File: config.mk
export PLATFORM = sky130hd
export DESIGN_NAME = qupls_lsu_front
export DESIGN_NICKNAME = d
export VERILOG_FILES = /design/src/rtl/qupls_pkg.sv /design/src/rtl/qupls_lsu_front.sv /design/src/rtl/qupls_mem_align.sv /design/src/rtl/qupls_mem_decode.sv /design/src/rtl/qupls_agen.sv
export VERILOG_INCLUDE_DIRS = /design/src /design/src/rtl
export SDC_FILE = /design/constraint.sdc
export NUM_CORES = 1
export LEC_CHECK = 0
export BUFFER_PORTS_ARGS = -buffer_cell sky130_fd_sc_hd__buf_4
export CAP_MARGIN = 10
export CORE_MARGIN = 5
export CORE_UTILIZATION = 40
export CTS_CLUSTER_SIZE = 10
export DETAILED_ROUTE_END_ITERATION = 8
export SLEW_MARGIN = 5
export SYNTH_ARGS = -nofsm -noshare
export SYNTH_HDL_FRONTEND = slang
export SYNTH_SLANG_ARGS = --single-unit
File: constraint.sdc
create_clock -name clk -period 6.03 [get_ports clk]
set_input_delay 1.206 -clock clk [delete_from_list [all_inputs] [get_ports clk]]
set_output_delay 1.206 -clock clk [all_outputs]
set_load 0.005 [all_outputs]
File: src/rtl/qupls_config.svh
`ifndef QUPLS_CONFIG_SVH
`define QUPLS_CONFIG_SVH

// ======================================================================
// Core widths for the load/store front end
// ======================================================================

// Width of one register value and of an effective address
`define QUPLS_VALUE_W 64

// One byte lane per eight bits of a register value
`define QUPLS_LANES (`QUPLS_VALUE_W / 8)

// The major opcode occupies the low bits of every instruction
`define QUPLS_OPC_W 7

`endif
File: src/rtl/qupls_pkg.sv
`include "qupls_config.svh"

package qupls_pkg;

	// ======================================================================
	// Operand and address values
	// ======================================================================

	// Register operands, the immediate and the effective address share one width
	typedef logic [`QUPLS_VALUE_W-1:0] value_t;

	// ======================================================================
	// Opcodes
	// ======================================================================

	// Only the memory group is decoded by the front end
	// OP_ADD stands in for every opcode that does not touch memory
	typedef enum logic [`QUPLS_OPC_W-1:0] {
		OP_ADD  = 7'h04,
		// Loads, the U forms zero-extend
		OP_LDB  = 7'h40,
		OP_LDBU = 7'h41,
		OP_LDW  = 7'h42,
		OP_LDWU = 7'h43,
		OP_LDT  = 7'h44,
		OP_LDTU = 7'h45,
		OP_LDO  = 7'h46,
		// Indexed load, size comes from the instruction
		OP_LDX  = 7'h47,
		// Stores
		OP_STB  = 7'h50,
		OP_STW  = 7'h51,
		OP_STT  = 7'h52,
		OP_STO  = 7'h53,
		// Indexed store, size comes from the instruction
		OP_STX  = 7'h54,
		// Atomic memory operation, always a full octa
		OP_AMO  = 7'h58
	} opcode_e;

	// ======================================================================
	// Access size and instruction formats
	// ======================================================================

	// Encoded as log2 of the number of bytes moved
	typedef enum logic [1:0] {
		SZ_BYTE  = 2'd0,
		SZ_WYDE  = 2'd1,
		SZ_TETRA = 2'd2,
		SZ_OCTA  = 2'd3
	} acc_size_e;

	// Generic view, only the opcode is meaningful here
	typedef struct packed {
		logic [31-`QUPLS_OPC_W:0] payload;
		opcode_e                  opcode;
	} any_fmt_t;

	// Load/store view
	// The sc field scales the index register of LDX and STX
	// and sz gives their access size
	typedef struct packed {
		logic [2:0] pad;
		acc_size_e  sz;
		logic [1:0] sc;
		logic [5:0] rb;
		logic [5:0] ra;
		logic [5:0] rt;
		opcode_e    opcode;
	} lsn_fmt_t;

	// Both views overlay the same 32 instruction bits
	typedef union packed {
		any_fmt_t any;
		lsn_fmt_t lsn;
	} instruction_t;

endpackage

File: src/rtl/qupls_lsu_front.sv
`timescale 1ns/1ps
`include "qupls_config.svh"

module qupls_lsu_front
	import qupls_pkg::*;
(
	input  logic                     clk,
	input  logic                     rst,
	input  logic                     issue,
	input  instruction_t             ir,
	input  value_t                   a,
	input  value_t                   b,
	input  value_t                   i,
	output logic                     req_valid,
	output value_t                   addr,
	output acc_size_e                size,
	output logic                     sign_ext,
	output logic                     is_store,
	output logic [`QUPLS_LANES-1:0] sel,
	output logic                     misalign
);

	// ======================================================================
	// Stage one, address and attributes
	// ======================================================================

	// Raw adder output, only meaningful alongside mem_valid
	value_t agen_res;

	// Request strobe from the decoder
	logic mem_valid;

	qupls_agen i_agen (
		.clk (clk),
		.ir  (ir),
		.a   (a),
		.b   (b),
		.i   (i),
		.res (agen_res)
	);

	qupls_mem_decode i_decode (
		.clk       (clk),
		.rst       (rst),
		.issue     (issue),
		.ir        (ir),
		.mem_valid (mem_valid),
		.size      (size),
		.sign_ext  (sign_ext),
		.is_store  (is_store)
	);

	// The adder has no reset and runs every cycle, so its output is
	// masked to zero whenever no request is present
	assign addr      = mem_valid ? agen_res : '0;
	assign req_valid = mem_valid;

	// ======================================================================
	// Byte lanes
	// ======================================================================

	// Works on the registered address so the mask lines up with addr
	qupls_mem_align i_align (
		.mem_valid (mem_valid),
		.addr      (agen_res),
		.size      (size),
		.sel       (sel),
		.misalign  (misalign)
	);

endmodule

File: src/rtl/qupls_mem_align.sv
`timescale 1ns/1ps
`include "qupls_config.svh"

module qupls_mem_align
	import qupls_pkg::*;
(
	input  logic                     mem_valid,
	input  value_t                   addr,
	input  acc_size_e                size,
	output logic [`QUPLS_LANES-1:0] sel,
	output logic                     misalign
);

	// Bits needed to name one byte lane
	localparam int LANE_W = $clog2(`QUPLS_LANES);

	// ======================================================================
	// Size to byte count
	// ======================================================================

	// The size encoding is log2 of the byte count, so one shift suffices
	// One extra bit holds the full lane count for an octa access
	logic [LANE_W:0] nbytes;

	// Low address bits that must be clear for the given size
	logic [LANE_W-1:0] low_mask;

	// Starting lane of the access
	logic [LANE_W-1:0] lane;

	always_comb
	begin
		nbytes   = (LANE_W+1)'(1) << size;
		low_mask = LANE_W'(nbytes - 1'b1);
		lane     = addr[LANE_W-1:0];
	end

	// ======================================================================
	// Alignment check and lane mask
	// ======================================================================

	// Unshifted mask with one bit per byte moved
	logic [`QUPLS_LANES-1:0] base_sel;

	// Mask moved to the starting lane
	logic [`QUPLS_LANES-1:0] shift_sel;

	// Any set address bit inside the access width means misaligned
	logic unaligned;

	always_comb
	begin
		for (int j = 0; j < `QUPLS_LANES; j++)
		begin
			base_sel[j] = (j < int'(nbytes));
		end
		// An aligned access never crosses the top lane, so nothing falls off
		shift_sel = base_sel << lane;
		unaligned = |(lane & low_mask);
	end

	// Both outputs are quiet unless a request is present
	// A misaligned request selects no lanes at all
	always_comb
	begin
		if (!mem_valid)
		begin
			sel      = '0;
			misalign = 1'b0;
		end
		else if (unaligned)
		begin
			sel      = '0;
			misalign = 1'b1;
		end
		else
		begin
			sel      = shift_sel;
			misalign = 1'b0;
		end
	end

endmodule

File: src/rtl/qupls_mem_decode.sv
`timescale 1ns/1ps

module qupls_mem_decode
	import qupls_pkg::*;
(
	input  logic         clk,
	input  logic         rst,
	input  logic         issue,
	input  instruction_t ir,
	output logic         mem_valid,
	output acc_size_e    size,
	output logic         sign_ext,
	output logic         is_store
);

	// ======================================================================
	// Opcode classification
	// ======================================================================

	logic      dec_load;
	logic      dec_store;
	logic      dec_amo;
	logic      dec_mem;
	logic      dec_sign;
	acc_size_e dec_size;

	always_comb
	begin
		dec_load  = 1'b0;
		dec_store = 1'b0;
		dec_amo   = 1'b0;
		dec_sign  = 1'b0;
		dec_size  = SZ_BYTE;
		case (ir.any.opcode)
			OP_LDB:  begin dec_load = 1'b1; dec_sign = 1'b1; dec_size = SZ_BYTE;  end
			OP_LDBU: begin dec_load = 1'b1; dec_size = SZ_BYTE;  end
			OP_LDW:  begin dec_load = 1'b1; dec_sign = 1'b1; dec_size = SZ_WYDE;  end
			OP_LDWU: begin dec_load = 1'b1; dec_size = SZ_WYDE;  end
			OP_LDT:  begin dec_load = 1'b1; dec_sign = 1'b1; dec_size = SZ_TETRA; end
			OP_LDTU: begin dec_load = 1'b1; dec_size = SZ_TETRA; end
			// A full octa needs no extension but is flagged signed all the same
			OP_LDO:  begin dec_load = 1'b1; dec_sign = 1'b1; dec_size = SZ_OCTA;  end
			OP_STB:  begin dec_store = 1'b1; dec_size = SZ_BYTE;  end
			OP_STW:  begin dec_store = 1'b1; dec_size = SZ_WYDE;  end
			OP_STT:  begin dec_store = 1'b1; dec_size = SZ_TETRA; end
			OP_STO:  begin dec_store = 1'b1; dec_size = SZ_OCTA;  end
			// Indexed forms read their width from the instruction
			OP_LDX:  begin dec_load = 1'b1; dec_sign = 1'b1; dec_size = ir.lsn.sz; end
			OP_STX:  begin dec_store = 1'b1; dec_size = ir.lsn.sz; end
			// The atomic always moves a whole register
			OP_AMO:  begin dec_amo = 1'b1; dec_size = SZ_OCTA; end
			default: begin dec_size = SZ_BYTE; end
		endcase
		dec_mem = dec_load | dec_store | dec_amo;
	end

	// ======================================================================
	// Result register
	// ======================================================================

	// Registered on the same edge as the address adder so that the
	// attributes and the address leave the front end together
	always_ff @(posedge clk)
	begin
		if (rst)
		begin
			mem_valid <= 1'b0;
			size      <= SZ_BYTE;
			sign_ext  <= 1'b0;
			is_store  <= 1'b0;
		end
		else
		begin
			mem_valid <= issue & dec_mem;
			// Without an issue the attributes drop back to their idle values
			size      <= (issue && dec_mem) ? dec_size : SZ_BYTE;
			sign_ext  <= issue & dec_sign;
			is_store  <= issue & dec_store;
		end
	end

endmodule

File: src/rtl/qupls_agen.sv
`timescale 1ns/1ps

module qupls_agen
	import qupls_pkg::*;
(
	input  logic         clk,
	input  instruction_t ir,
	input  value_t       a,
	input  value_t       b,
	input  value_t       i,
	output value_t       res
);

	// ======================================================================
	// Scaled index
	// ======================================================================

	// Index register scaled by 1, 2, 4 or 8
	value_t bs;

	always_comb
	begin
		bs = b << ir.lsn.sc;
	end

	// ======================================================================
	// Address register
	// ======================================================================

	// The sum is chosen by opcode class and registered every cycle
	// No reset here because the result is only looked at while the
	// decoder reports a valid request
	always_ff @(posedge clk)
	begin
		case (ir.any.opcode)
			// Plain forms, base plus displacement
			OP_LDB, OP_LDBU, OP_LDW, OP_LDWU, OP_LDT, OP_LDTU, OP_LDO,
			OP_STB, OP_STW, OP_STT, OP_STO:
			begin
				res <= a + i;
			end
			// Indexed forms add the scaled index as well
			OP_LDX, OP_STX:
			begin
				res <= a + bs + i;
			end
			// The atomic uses the unscaled index and no displacement
			OP_AMO:
			begin
				res <= a + b;
			end
			// Anything else is not a memory access
			default:
			begin
				res <= '0;
			end
		endcase
	end

endmodule

# Word-level counts from Yosys, hierarchy flattened
# Index checks and enable logic that the tools add are counted.
op_classes:
  addsub: 5
  magnitude_cmp: 8
  n_eq_ne: 14
  shifts: 3
  muxes: 11
  bitwise_logic: 7
  n_reduce_logical: 11
op_table:
  columns: ["operator", "n"]
  rows:
  - ["$add 64x64->64", 4]
  - ["$pmux 64 s3", 1]
  - ["$eq 7x7->1 const B", 14]
  - ["$mux 64", 1]
  - ["$shl 64x2->64", 1]
  - ["$lt 3x4->1 const A", 4]
  - ["$mux 8", 2]
  - ["$reduce_or 3->1", 4]
  - ["$reduce_or 11->1", 1]
  - ["$reduce_or 5->1", 2]
  - ["$lt 1x4->1 const A", 2]
  - ["$lt 2x4->1 const A", 2]
  - ["$pmux 2 s4", 1]
  - ["$reduce_or 8->1", 1]
  - ["$shl 8x3->8", 1]
  - ["$mux 1", 6]
  - ["$reduce_or 2->1", 2]
  - ["$shl 1x2->4 const A", 1]
  - ["$and 1x1->1", 3]
  - ["$and 3x3->3", 1]
  - ["$sub 3x1->3 const B", 1]
  - ["$or 1x1->1", 2]
  - ["$logic_and 1x1->1", 1]
  - ["$not 1->1", 1]
totals:
  regBits: 69
  in_bits: 227
  wordCells: 64

# Longest topological paths before layout
logic_depth:
  depth_word: 8
  ltp_mapped: 17
  mapped_depth_nobuf: 15

# Hierarchy
# From an unflattened synthesis, not the netlist that was laid out.
unflattened:
  hier_cells: 1633
  area_unflattened_um2: 13894.6
modules_own_cells:
  columns: ["mod", "instances", "cells_each", "area_per_inst_um2"]
  rows:
  - ["qupls_agen", 1, 1487, 12794.8]
  - ["qupls_lsu_front", 1, 70, 510.5]
  - ["qupls_mem_decode", 1, 37, 311.5]
  - ["qupls_mem_align", 1, 39, 277.8]

# Worst setup path after synthesis
# No wires, ideal clock.
synth_path:
  path_kind: "input to register"
  start: "input port ir[25] in the netlist's numbering"
  end: "register i_agen.res[62]"
  setup_time_ps: 79
  t_arrival_ps: 5615
  required_time_ps: 5951
  slack_ps: 336
  path_stages: 15
  path_cell_list: "buf_1 buf_1 mux4_2 fa_1 ha_1 a21o_2 a31oi_1 a211o_1 a31o_1 a221oi_2 nor3_2 o41ai_4 a31oi_1 or4_1 o211ai_1"
synth_via:
  elab_chain_cells: 4
synth_rtl:
  columns: ["item", "line", "source"]
  rows:
  - ["start, declared", "qupls_lsu_front.sv:10", "input instruction_t ir,"]
  - ["$shl 64x2->64", "qupls_agen.sv:23", "bs = b << ir.lsn.sc;"]
  - ["$add 64x64->64 (2 in a row)", "qupls_agen.sv:45", "res <= a + bs + i;"]
  - ["$pmux 64 s3", "qupls_agen.sv:35", "case (ir.any.opcode)"]
  - ["end signal, assigned", "qupls_agen.sv:40", "res <= a + i;"]
  - ["end signal, assigned", "qupls_agen.sv:45", null]
  - ["end signal, assigned", "qupls_agen.sv:50", "res <= a + b;"]
  - ["end, declared", "qupls_agen.sv:11", "output value_t res"]
# No other way between the ends.
# A chain may end at the register's enable or synchronous reset.

# Worst setup path after layout
layout_path:
  start: "input port ir[4] in the netlist's numbering"
  end: "register i_agen.res[60]"
layout_via:
  elab_chain_cells: 3
  word_cells_on_any_way: 17
  cone_classes: "14 x eq/ne; 1 x mux; 2 x reduce/logical"
layout_rtl:
  columns: ["item", "line"]
  rows:
  - ["$eq 7x7->1", "qupls_agen.sv:35"]
  - ["$reduce_or 11->1 / $reduce_or 2->1 (equally long branches)", null]
  - ["$pmux 64 s3 *", "qupls_agen.sv:35"]
# Mark *: on every way between the ends. The rest lies on a longest branch, timed or not.

==> results.yml <==
outcome:
  status: "completed"
route:
  num_vias: 14050
  wl_per_cell_um: 21.04
  vias_per_cell: 5.904
  drc_errors: 0
  drtIter0Drc: 1065
  first_pass_iters: 5
  totalWireLength_um: 50070
  ant_nets: 0
die:
  rows: 68
  die_x_um: 195.5
  ioPinCount: 305
  core_area_sq_um: 34290
  initial_utilization_pct: 40.15
  die-area_sq_um: 38220
  fp.dieH_um: 195.5
synth:
  ys_types: 79
  netlist_area_sq_um: 13770
  synth_edf_count: 0
  ys_seq_elements: 69
  async_reset_ff_share_pct: 0
  yosysSeqAreaShare_pct: 10.03
  synthCells: 1630
  syn_avg_cell_area_sq_um: 8.445
  synthFlopType: "dfxtp_1"
  synth.area.top_cells: "ha_1, dfxtp_1, mux4_2"
  synth_largest_area_cell: "ha_1"
  synth_top_area_share_pct: 12.63
  ys_warn_count: 0
  synth_nets: 2061
sta:
  final-setup-viol-count: 0
  grt_setup_unrepaired: "no"
  layout_min_cycle_time_ns: 5.464
  final_max_slew_viol_count: 0
  setup-tns-final_ns: 0
  hold_slack_ns: 1.084
  fmax_mhz: 183.0
  period_share_pct: 90.62
  relSlewSlack_pct: 46.61
  hold_viol: 0
  worstMarginPinSlew_ns: 0.7807
clocking:
  cts_setup_buffers: 0
  tritoncts: "yes"
  cts_sinks: 69
  htreeDepth: 3
  ctsLongestPathBuffers: 2
  clkTransAtPathRegs_ns: 0.07
  cts-root-buf: "clkbuf_16"
  numCtsBuffers: 9
  post_cts_resized: 0
  cts_hold_buf: 0
global_route:
  grt_start_max_net_pins: 61
  grt_pass1_vias: 14180
  antenna_found_initial: 0
  grt_pass1_wl_um: 79040
  grt.total_usage_pct: 25.50
  grt_overflow_total: 0
worst_setup_path:
  cpPeakStageDelay_ns: 0.72
  worstSetupStartpointType: "input pin"
  path_class: "in2reg"
  crit_chain: "buf_4 -> nor2b_1 -> nand4_1 -> buf_12 -> mux2_2 -> ha_1 -> a21oi_1 -> o21ai_0 -> a2111oi_0 -> buf_4 -> o22ai_1 -> nor4bb_1 -> buf_4 -> o21ai_1 -> a21oi_1 -> o311a_1 -> o21a_1 -> o32ai_1"
  arrival_ns: 5.71
  cp_max_fo: 34
  endpoint_kind: "register"
  path_common_cell: "buf_4"
  cp_data_required_time_ns: 6.28
  cp_slowest_cell: "a2111oi_0"
  crit_start: "ir[4]"
  crit_path_end: "i_agen.res[60]"
power:
  power_uw: 3513
  power_density_nw_per_um2: 205.1
  p_leak_uw: 0.007510
  ir_drop_mv: 0.1432
layout:
  n_antenna_cell: 0
  fin_util_pct: 49.94
  fin_nets: 2350
  drive_gt1_share_pct: 27.65
  nFillCells: 3356
  area_growth_pct: 24.40
run:
  cap_violations: 0
placement:
  gp_congestion: 0.9178
  hpwl_um: 41820
  io_buffers: 283
min_path:
  worstHoldStart: "ir[4]"
  min_path_type: "in2reg"
==> worst max-delay path, delay by kind of cell <==
family | cells | cell delay (ns)
buffers and inverters | 4 | 0.74
adder cells (fa/ha/maj) | 1 | 0.32
AND/OR/NAND/NOR | 3 | 0.62
AO/OA/AOI/OAI | 9 | 2.46
multiplexers | 1 | 0.32
==> stage by stage <==
| step | instances | cell area [sq um] | worst slack, ns |
|---|---|---|---|
| 6_report | 2379 | 17120 | 0.5658 |
| 3_5_place_dp | 2363 | 16800 | 0.3775 |
| 4_1_cts | 2379 | 17120 | 0.7495 |
| 2_1_floorplan | 1630 | 13770 | 0.3360 |
| 5_1_grt | 2379 | 17120 | 0.3059 |
| 3_3_place_gp | 2363 | 16800 | 0.3584 |
==> registers in the layout, summed over array words and instances (netlist names) <==
name and flops:
i_agen.res 64, i_decode.size 2, i_decode.is_store 1, i_decode.mem_valid 1
i_decode.sign_ext 1
==> cell families after synthesis <==
family / after synthesis / synth area share [%]
AO/OA/AOI/OAI: 526 / 24.40
XOR/XNOR: 125 / 7.953
adder cells (fa/ha/maj): 204 / 22.09
buffers and inverters: 121 / 3.436
flip-flops: 69 / 10.03
multiplexers: 129 / 15.42
AND/OR/NAND/NOR: 456 / 16.68
==> cells in the mapped netlist (all sizes together), types with 8 or more instances <==
cell,n
a21oi,150
ha,139
nand2,128
o21ai,98
nor2,83
and2,73
clkbuf,72
dfxtp,69
xnor2,69
a21o,66
fa,65
mux2,64
mux4,60
o22ai,58
xor2,56
nand3,34
a31oi,30
inv,30
nand4,27
nor3,27
o21bai,20
buf,19
and3,18
nor2b,18
o211ai,15
nand2b,14
a211oi,9
o31ai,9
nor3b,8
o21a,8
==> cells in the final DEF (no fill, tap or decap), drive strengths merged, types with 9 or more instances in the layout <==
cell type  count
inv           30
xnor2         69
nand2b        14
o22ai         58
nand2        128
o21ai         98
o211ai        15
buf          369
dfxtp         69
a21o          66
fa            65
and2          73
nor3          27
mux4          60
xor2          56
ha           139
nor2          83
mux2          64
a21oi        150
o21bai        20
nand3         34
a31oi         30
nor2b         18
clkbuf        10
a211oi         9
o31ai          9
nand4         27
and3          18
==> layout make-up <==
| class | count | area [sq um] | area share, % |
|---|---|---|---|
| Multi-Input combinational cell | 1440 | 11910 | 69.57 |
| Tap cell | 455 | 569.3 | 3.325 |
| Clock inverter | 6 | 86.33 | 0.5042 |
| Inverter | 30 | 112.6 | 0.6576 |
| Sequential cell | 69 | 1383 | 8.074 |
| Clock buffer | 10 | 239.0 | 1.396 |
| Timing Repair Buffer | 369 | 2820 | 16.47 |
==> per-layer routing <==
metal | GRT usage [%] | vias to the layer above | wire [um]
met3 | 2.709 | 64 | 2748
met1 | 35.51 | 6765 | 22680
met4 | 6.206 | 0 | 1084
met2 | 42.60 | 506 | 23560
li1 | - | 6710 | -
met5 | 0 | - | 0
==> how the worst min path moves through the flow <==
| stage | slack, ns | cells after the start | end |
|---|---|---|---|
| floorplan | 1.39 | 3 | i_decode.is_store |
| finish | 1.08 | 2 | i_decode.sign_ext |
| global placement | 1.46 | 2 | i_decode.sign_ext |
| CTS | 1.07 | 2 | i_decode.sign_ext |
| global route | 1.10 | 2 | i_decode.sign_ext |
| detailed placement | 1.46 | 2 | i_decode.sign_ext |
==> report_power, final <==
| group | internal (uW) | switching (uW) | total (uW) |
|---|---|---|---|
| registers | 483 | 9.87 | 493 |
| logic | 1050 | 1350 | 2390 |
| clock network | 374 | 256 | 629 |
| total | 1900 | 1610 | 3510 |
Power figures use the tool's default switching activity.
